--- src/design/psgPkg.sv ---
`default_nettype none

package psgPkg;

	// ============================================================
	// sample format
	// ============================================================

	// one stored wave-table sample, two's complement
	localparam int SampleWidth = 8;

	typedef logic signed [SampleWidth-1:0] sample_t;

	// ============================================================
	// phase accumulator layout
	// ============================================================

	// upper bits index the table, lower bits are the fraction
	localparam int PhaseWidth = 16;
	localparam int FracWidth = 8;
	localparam int IndexWidth = PhaseWidth - FracWidth;

	// register write opcodes
	typedef enum logic [1:0] {
		REG_START  = 2'd0,
		REG_LENGTH = 2'd1,
		REG_STEP   = 2'd2,
		REG_CTRL   = 2'd3
	} regOp_t;

	// channel playback states
	typedef enum logic [1:0] {
		CH_IDLE  = 2'd0,
		CH_PLAY  = 2'd1,
		CH_FETCH = 2'd2
	} chanState_t;

endpackage

`default_nettype wire

--- src/design/psgRegFile.sv ---
`timescale 1ns/1ps
`default_nettype none

module psgRegFile #(
	parameter int NumChannels = 8,
	parameter int AdrWidth = 16,
	localparam int ChanBits = (NumChannels > 1) ? $clog2(NumChannels) : 1
) (
	input logic clk,
	input logic rst,

	// register write port
	input logic regWr,
	input logic [ChanBits-1:0] regChan,
	input psgPkg::regOp_t regOp,
	input logic [15:0] regData,

	// per-channel settings, one slice per channel
	output logic [NumChannels*AdrWidth-1:0] chanStart,
	output logic [NumChannels*psgPkg::IndexWidth-1:0] chanLength,
	output logic [NumChannels*psgPkg::PhaseWidth-1:0] chanStep,
	output logic [NumChannels-1:0] chanEnable
);

	// ============================================================
	// write decode
	// ============================================================

	// each write lands in exactly one channel's field
	always_ff @(posedge clk) begin
		if (rst) begin
			chanStart <= '0;
			chanLength <= '0;
			chanStep <= '0;
			chanEnable <= '0;
		end
		else if (regWr) begin
			for (int i = 0; i < NumChannels; i++) begin
				if (regChan == ChanBits'(i)) begin
					case (regOp)
					psgPkg::REG_START: begin
						// table base in system memory
						chanStart[i*AdrWidth +: AdrWidth] <= AdrWidth'(regData);
					end
					psgPkg::REG_LENGTH: begin
						// number of table entries, zero means full index range
						chanLength[i*psgPkg::IndexWidth +: psgPkg::IndexWidth] <=
							regData[psgPkg::IndexWidth-1:0];
					end
					psgPkg::REG_STEP: begin
						chanStep[i*psgPkg::PhaseWidth +: psgPkg::PhaseWidth] <=
							psgPkg::PhaseWidth'(regData);
					end
					psgPkg::REG_CTRL: begin
						// bit 0 starts and stops playback
						chanEnable[i] <= regData[0];
					end
					default: begin
						chanEnable[i] <= chanEnable[i];
					end
					endcase
				end
			end
		end
	end

endmodule

`default_nettype wire

--- src/design/psgWaveChannel.sv ---
`timescale 1ns/1ps
`default_nettype none

module psgWaveChannel #(
	parameter int AdrWidth = 16
) (
	input logic clk,
	input logic rst,
	input logic ce,

	// settings from the register file
	input logic [AdrWidth-1:0] start,
	input logic [psgPkg::IndexWidth-1:0] length,
	input logic [psgPkg::PhaseWidth-1:0] step,
	input logic enable,

	// bus side
	input logic fetchDone,
	input psgPkg::sample_t busDat,
	output logic req,
	output logic [AdrWidth-1:0] adr,

	// current sample for the mixer
	output psgPkg::sample_t sample
);

	psgPkg::chanState_t state;
	logic [psgPkg::PhaseWidth-1:0] phase;
	logic [psgPkg::PhaseWidth:0] sumPhase;
	logic [psgPkg::PhaseWidth-1:0] nextPhase;
	logic [psgPkg::IndexWidth-1:0] index;
	logic [psgPkg::IndexWidth-1:0] nextIndex;
	logic indexChange;

	// ============================================================
	// phase accumulator
	// ============================================================

	assign index = phase[psgPkg::PhaseWidth-1 -: psgPkg::IndexWidth];

	// one extra bit so the wrap compare sees the carry
	always_comb begin
		sumPhase = {1'b0, phase} + {1'b0, step};
		nextPhase = sumPhase[psgPkg::PhaseWidth-1:0];
		if (length != '0 && sumPhase[psgPkg::PhaseWidth:psgPkg::FracWidth] >= {1'b0, length}) begin
			nextPhase = psgPkg::PhaseWidth'(sumPhase -
				{1'b0, length, {psgPkg::FracWidth{1'b0}}});
		end
	end

	assign nextIndex = nextPhase[psgPkg::PhaseWidth-1 -: psgPkg::IndexWidth];
	assign indexChange = ce && (nextIndex != index);

	// ============================================================
	// playback FSM
	// ============================================================

	always_ff @(posedge clk) begin
		if (rst || !enable) begin
			state <= psgPkg::CH_IDLE;
			phase <= '0;
			sample <= '0;
		end
		else begin
			case (state)
			psgPkg::CH_IDLE: begin
				// enable just rose, fetch entry zero first
				state <= psgPkg::CH_FETCH;
			end
			psgPkg::CH_PLAY: begin
				if (ce) begin
					phase <= nextPhase;
				end
				if (indexChange) begin
					state <= psgPkg::CH_FETCH;
				end
			end
			psgPkg::CH_FETCH: begin
				// phase keeps running while the bus is busy
				if (ce) begin
					phase <= nextPhase;
				end
				if (fetchDone) begin
					sample <= busDat;
					if (!indexChange) begin
						state <= psgPkg::CH_PLAY;
					end
				end
			end
			default: begin
				state <= psgPkg::CH_IDLE;
			end
			endcase
		end
	end

	assign req = (state == psgPkg::CH_FETCH);

	// address follows the live index, so slow fetches skip entries
	assign adr = start + AdrWidth'(index);

endmodule

`default_nettype wire

--- src/design/psgBusArb.sv ---
`timescale 1ns/1ps
`default_nettype none

module psgBusArb #(
	parameter int NumChannels = 8,
	parameter int AdrWidth = 16,
	localparam int ChanBits = (NumChannels > 1) ? $clog2(NumChannels) : 1
) (
	input logic clk,
	input logic rst,
	input logic ce,

	// transfer completed on the system bus
	input logic busAck,

	// channel requests and their fetch addresses
	input logic [NumChannels-1:0] chanReq,
	input logic [NumChannels*AdrWidth-1:0] chanAdr,

	// grant, owner index and completion pulses
	output logic [NumChannels-1:0] sel,
	output logic [ChanBits-1:0] seln,
	output logic [NumChannels-1:0] fetchDone,

	// request toward the next level of the tree
	output logic busReq,
	output logic [AdrWidth-1:0] busAdr
);

	logic [NumChannels-1:0] standing;
	logic [NumChannels-1:0] nextSel;
	logic [ChanBits-1:0] nextSeln;

	// the owner finishes only on an acknowledged, enabled cycle
	assign fetchDone = sel & chanReq & {NumChannels{ce & busAck}};

	// requests that survive this edge's completions
	assign standing = chanReq & ~fetchDone;

	// ============================================================
	// fixed priority, lowest index wins
	// ============================================================

	always_comb begin
		nextSel = '0;
		nextSeln = '0;
		for (int i = NumChannels - 1; i >= 0; i--) begin
			if (standing[i]) begin
				nextSel = '0;
				nextSel[i] = 1'b1;
				nextSeln = ChanBits'(i);
			end
		end
	end

	always_ff @(posedge clk) begin
		if (rst) begin
			sel <= '0;
			seln <= '0;
		end
		// with nobody left asking, keep the last owner
		else if (ce && busAck && (standing != '0)) begin
			sel <= nextSel;
			seln <= nextSeln;
		end
	end

	assign busReq = |chanReq;
	assign busAdr = chanAdr[seln*AdrWidth +: AdrWidth];

endmodule

`default_nettype wire

--- src/design/psgMixer.sv ---
`timescale 1ns/1ps
`default_nettype none

module psgMixer #(
	parameter int NumChannels = 8,
	localparam int OutWidth = psgPkg::SampleWidth + $clog2(NumChannels)
) (
	input logic clk,
	input logic rst,
	input logic ce,
	input logic [NumChannels*psgPkg::SampleWidth-1:0] chanSample,
	output logic signed [OutWidth-1:0] audioOut
);

	logic signed [OutWidth-1:0] total;

	// ============================================================
	// signed sum of all voices
	// ============================================================

	// headroom bits cover the worst case of every voice at full scale
	always_comb begin
		total = '0;
		for (int i = 0; i < NumChannels; i++) begin
			total = total + OutWidth'(psgPkg::sample_t'(
				chanSample[i*psgPkg::SampleWidth +: psgPkg::SampleWidth]));
		end
	end

	always_ff @(posedge clk) begin
		if (rst) begin
			audioOut <= '0;
		end
		else if (ce) begin
			audioOut <= total;
		end
	end

endmodule

`default_nettype wire

--- src/design/psgWaveTop.sv ---
`timescale 1ns/1ps
`default_nettype none

module psgWaveTop #(
	parameter int NumChannels = 8,
	parameter int AdrWidth = 16,
	localparam int ChanBits = (NumChannels > 1) ? $clog2(NumChannels) : 1,
	localparam int OutWidth = psgPkg::SampleWidth + $clog2(NumChannels)
) (
	input logic clk,
	input logic rst,

	// register writes
	input logic regWr,
	input logic [ChanBits-1:0] regChan,
	input psgPkg::regOp_t regOp,
	input logic [15:0] regData,

	input logic ce,

	// memory side
	output logic busReq,
	output logic [AdrWidth-1:0] busAdr,
	input logic busAck,
	input psgPkg::sample_t busDat,

	output logic signed [OutWidth-1:0] audioOut
);

	logic [NumChannels*AdrWidth-1:0] chanStart;
	logic [NumChannels*psgPkg::IndexWidth-1:0] chanLength;
	logic [NumChannels*psgPkg::PhaseWidth-1:0] chanStep;
	logic [NumChannels-1:0] chanEnable;
	logic [NumChannels-1:0] chanReq;
	logic [NumChannels*AdrWidth-1:0] chanAdr;
	logic [NumChannels*psgPkg::SampleWidth-1:0] chanSample;
	logic [NumChannels-1:0] fetchDone;

	psgRegFile #(.NumChannels(NumChannels), .AdrWidth(AdrWidth)) uRegFile (
		.clk, .rst, .regWr, .regChan, .regOp, .regData,
		.chanStart, .chanLength, .chanStep, .chanEnable
	);

	// ============================================================
	// wave voices
	// ============================================================

	for (genvar i = 0; i < NumChannels; i++) begin : gChan
		psgWaveChannel #(.AdrWidth(AdrWidth)) uChan (
			.clk, .rst, .ce,
			.start(chanStart[i*AdrWidth +: AdrWidth]),
			.length(chanLength[i*psgPkg::IndexWidth +: psgPkg::IndexWidth]),
			.step(chanStep[i*psgPkg::PhaseWidth +: psgPkg::PhaseWidth]),
			.enable(chanEnable[i]),
			.fetchDone(fetchDone[i]),
			.busDat,
			.req(chanReq[i]),
			.adr(chanAdr[i*AdrWidth +: AdrWidth]),
			.sample(chanSample[i*psgPkg::SampleWidth +: psgPkg::SampleWidth])
		);
	end

	// grant and owner index stay inside the arbiter
	psgBusArb #(.NumChannels(NumChannels), .AdrWidth(AdrWidth)) uBusArb (
		.clk, .rst, .ce, .busAck, .chanReq, .chanAdr,
		.sel(), .seln(), .fetchDone, .busReq, .busAdr
	);

	psgMixer #(.NumChannels(NumChannels)) uMixer (
		.clk, .rst, .ce, .chanSample, .audioOut
	);

endmodule

`default_nettype wire

--- config.mk ---
export PLATFORM = sky130hd
export DESIGN_NAME = psgWaveTop
export DESIGN_NICKNAME = d
export VERILOG_FILES = /design/src/design/psgPkg.sv /design/src/design/psgRegFile.sv /design/src/design/psgWaveChannel.sv /design/src/design/psgBusArb.sv /design/src/design/psgMixer.sv /design/src/design/psgWaveTop.sv
export SDC_FILE = /design/constraint.sdc
export NUM_CORES = 2
export LEC_CHECK = 0
export BUFFER_PORTS_ARGS = -buffer_cell sky130_fd_sc_hd__buf_2
export CORE_MARGIN = 2
export CORE_UTILIZATION = 45
export DETAILED_ROUTE_END_ITERATION = 16
export GPL_ROUTABILITY_DRIVEN = 0
export SLEW_MARGIN = 20
export SYNTH_ARGS = -nofsm -noshare
export SYNTH_HDL_FRONTEND = slang
export SYNTH_SLANG_ARGS = --single-unit
--- constraint.sdc ---
create_clock -name clk -period 4.56 [get_ports clk]
set_input_delay 0.456 -clock clk [delete_from_list [all_inputs] [get_ports clk]]
set_output_delay 0.456 -clock clk [all_outputs]
set_load 0.05 [all_outputs]
==> summary.txt <==
Run status
  • Status: complete, but fails checks
  • Violated checks: negative setup slack

Logic synthesis
  • Syn_area_per_cell: 7.765 um2
  • Post-Synthesis Cells: approximately 5,000
  • Post-synth ARST share: 0
  • Post-synth top area share: 0.2864
  • Register area share after synthesis: 0.2864
  • EDFF count, synth: 0
  • Post-synth top cells: nand2_1 (947), a21oi_1 (604), dfxtp_1 (558)
  • Largest cells by area after synthesis: dfxtp_1 (29%), ha_1 (9.8%), nand2_1 (9.1%), a21oi_1 (7.8%), nor2_1 (3.8%)
  • Most numerous cell in the Yosys netlist: nand2_1
  • Mapped Nets: about 5,400
  • Post-synth top area cell: dfxtp_1
  • Synth unique cells: 102
  • Synth Flop Type: dfxtp_1
  • Cell Area, Synth: 0.03900 mm2
  • Yosys reg bits: 558
  • Ys Warns: 0

Timing
  • Worst Skew: 0.03094 ns
  • Setup_tns: -3.635 ns
  • Worst Slack Setup Final: -0.3588 ns
  • Final hold viol count: 0
  • Worst relative slew slack: 0.2022
  • Unrepaired setup endpoints after global routing: yes
  • Slew Limit Fails: 0
  • Fin crit share: 1.079
  • # setup viols final: 19
  • Fin crit period: 4.919 ns
  • F_max: slightly above 0.2 GHz
  • Worst-Margin Slew: 1.195 ns

Clock network
  • Clock Latency Late Sink: 0.63 ns
  • Htree depth: 3
  • CTS Buf Count: slightly above 70
  • Clk buf depth: 3
  • CTS tree: yes
  • Number of clock sinks: 558
  • Clk slew on worst S/H paths: 0.06 ns
  • Root buf cell: clkbuf_16

Worst setup path
  • Worst path slowest cell: or4_4
  • CP Capture Type: flop
  • Arr. time, crit path: 5.46 ns
  • Max Fanout on Critical Path: 5
  • Bufs and invs on worst path: 2
  • Top delay family on crit path: compound AO/OA/AOI/OAI gates
  • Crit Path Category: reg -> reg
  • Max stage delay on crit path: 0.52 ns
  • Worst path required time: 5.10 ns
  • Worst setup SP type: flop
  • CP Cell Sequence: ha_4 -> fa_2 -> a21o_1 -> a311o_1 -> a211oi_4 -> buf_4 -> xnor2_2 -> inv_1 -> ha_4 -> o21a_1 -> o31a_1 -> o21bai_1 -> nand4_1 -> o211ai_1 -> o221ai_1 -> or4_4 -> or4_4 -> nor3_4 -> nor2_2 -> nor3_2

Power and ir drop
  • Leak: 20.38 nW
  • Sequential share of power: 0.418
  • Peak supply drop: 0.3251 mV
  • Switch Pwr: 2.967 mW
  • Int Pwr: 8.807 mW
  • Clk pwr share: 0.504
  • Power, Total: 11.77 mW
  • Combinational fraction of design power: 0.078
  • Net Sw Frac: 0.2520
  • Pwr dens: 235.7 mW/mm2

Routing
  • Vias: 38,350
  • # DRC: 0
  • Avg WL per Cell: 19.72 um
  • Routed vias/inst: 5.640
  • DRT iter0 DRCs: 3,162
  • Routed WL: 134.0 mm
  • DRT Pass-1 Iters: 5
  • Antenna Nets Post-Route: 0

GRT
  • Largest net degree at the start of global routing: 92
  • GRT Overall Usage: 0.2892
  • Global-route wire length before repair: between 200 and 250 mm
  • Total congestion overflow: 0
  • Vias in the first global route: about 37,000
  • Initial antenna violation count: 8

Die
  • Die Ht: 298.4 um
  • Site Rows: between 100 and 150
  • Die area: 0.08905 mm2
  • I/O Pins: between 60 and 70
  • Die X: 298.4 um
  • Starting Density: 0.4559
  • Core Area: 0.08555 mm2

Job
  • Max-cap violation count: 0

Finish
  • Final #Nets: 6,005
  • Util after Layout: 0.5839
  • Layout cell share with drive strength beyond 1: 0.2389
  • Syn-to-layout area delta: 28.06%

Place
  • HPWL after detailed placement: 92.93 mm
  • Post-place setup slack: -0.4594 ns
  • IO buf count: 61

Hold path
  • Hold Path Class: in -> reg
## tightest hold or removal path: stages
cell and delay [ns]:
buf_2 0.16, nand2_1 0.07, a21oi_1 0.05
## sequential cells by signal, indices dropped and copies added, names as in the netlist
register             cells
uMixer.audioOut         11
uRegFile.chanEnable      8
uBusArb.seln             3
gChan.uChan.sample      64
uRegFile.chanStep      128
uBusArb.sel              8
uRegFile.chanLength     64
gChan.uChan.state       16
gChan.uChan.phase      128
uRegFile.chanStart     128
## cells by family after synthesis
group                    synth area share
multiplexers                      0.04555
AND/OR/NAND/NOR                    0.2064
buffers and inverters             0.05225
flip-flops                         0.2864
adder cells (fa/ha/maj)            0.1338
XOR/XNOR                          0.06903
AO/OA/AOI/OAI                      0.2066
## area by class of cell
| class | instances | area [um2] |
|---|---|---|
| diodes | 3 | 7.507 |
| clock buffers | 99 | 2085 |
| clock inverters | 31 | 380.4 |
| fillers | 7732 | 35600 |
| inverters | 280 | 1051 |
| multi-input cells | 3929 | 28150 |
| flip-flops and latches | 558 | 11220 |
| well taps | 1144 | 1431 |
| repair buffers | 755 | 5627 |
## final timing paths
path	from	endpoint	slack, ns	cells past startpoint
setup / recovery	uRegFile.chanStep[96]	gChan[6].uChan.state[0]	-0.36	20
hold / removal	busDat[0]	gChan[2].uChan.sample[0]	0.16	3
setup reg to reg	uRegFile.chanStep[96]	gChan[6].uChan.state[0]	-0.36	20
hold reg to reg	gChan[7].uChan.sample[0]	gChan[7].uChan.sample[0]	0.46	2
## cells in the final DEF (no fill, tap or decap), types with 54 or more instances in the layout
master       n
nand2_1    941
buf_4      678
a21oi_1    560
dfxtp_1    522
nor2_1     373
inv_1      268
ha_1       245
xnor2_1    143
o21ai_0    121
xor2_1      93
mux2i_1     92
nand3_1     86
a211oi_1    77
nor3_1      75
clkbuf_16   73
a21o_1      58
fa_1        54
buf_2       54
## through the flow
stage	cells	area, um2	hold WS, ns
3_5_place_dp	6562	44500	0.4498
3_3_place_gp	6562	44500	0.4434
4_1_cts	6749	48410	0.1236
2_1_floorplan	5023	39330	0.4356
6_report	6799	49950	0.1563
5_1_grt	6797	49950	0.1459
## power groups by stage
stage	Clock, mW	Combinational, mW	Sequential [mW]
3_5_place_dp	0	0.807	5.02
6_report	5.94	0.920	4.92
5_1_grt	6.23	0.967	4.92
4_1_cts	6.04	0.850	4.92
3_3_place_gp	0	0.801	5.02
2_1_floorplan	0	0.449	5.02
## timing repair
item	4_1_cts	5_1_grt
gates cloned	0	0
setup buffers	58	49
setup endpoints to repair	27	31
hold buffers	0	0
pin swaps	191	177
gates resized for setup	237	242
## layer usage
| layer | GRT usage | vias up | wire length [um] |
|---|---|---|---|
| li1 | - | 18610 | - |
| met1 | 0.3905 | 18350 | 59090 |
| met2 | 0.4681 | 1113 | 60700 |
| met3 | 0.04646 | 272 | 9198 |
| met4 | 0.1010 | 10 | 4982 |
| met5 | 0 | - | 66 |
(Power assumes the default switching activity.)
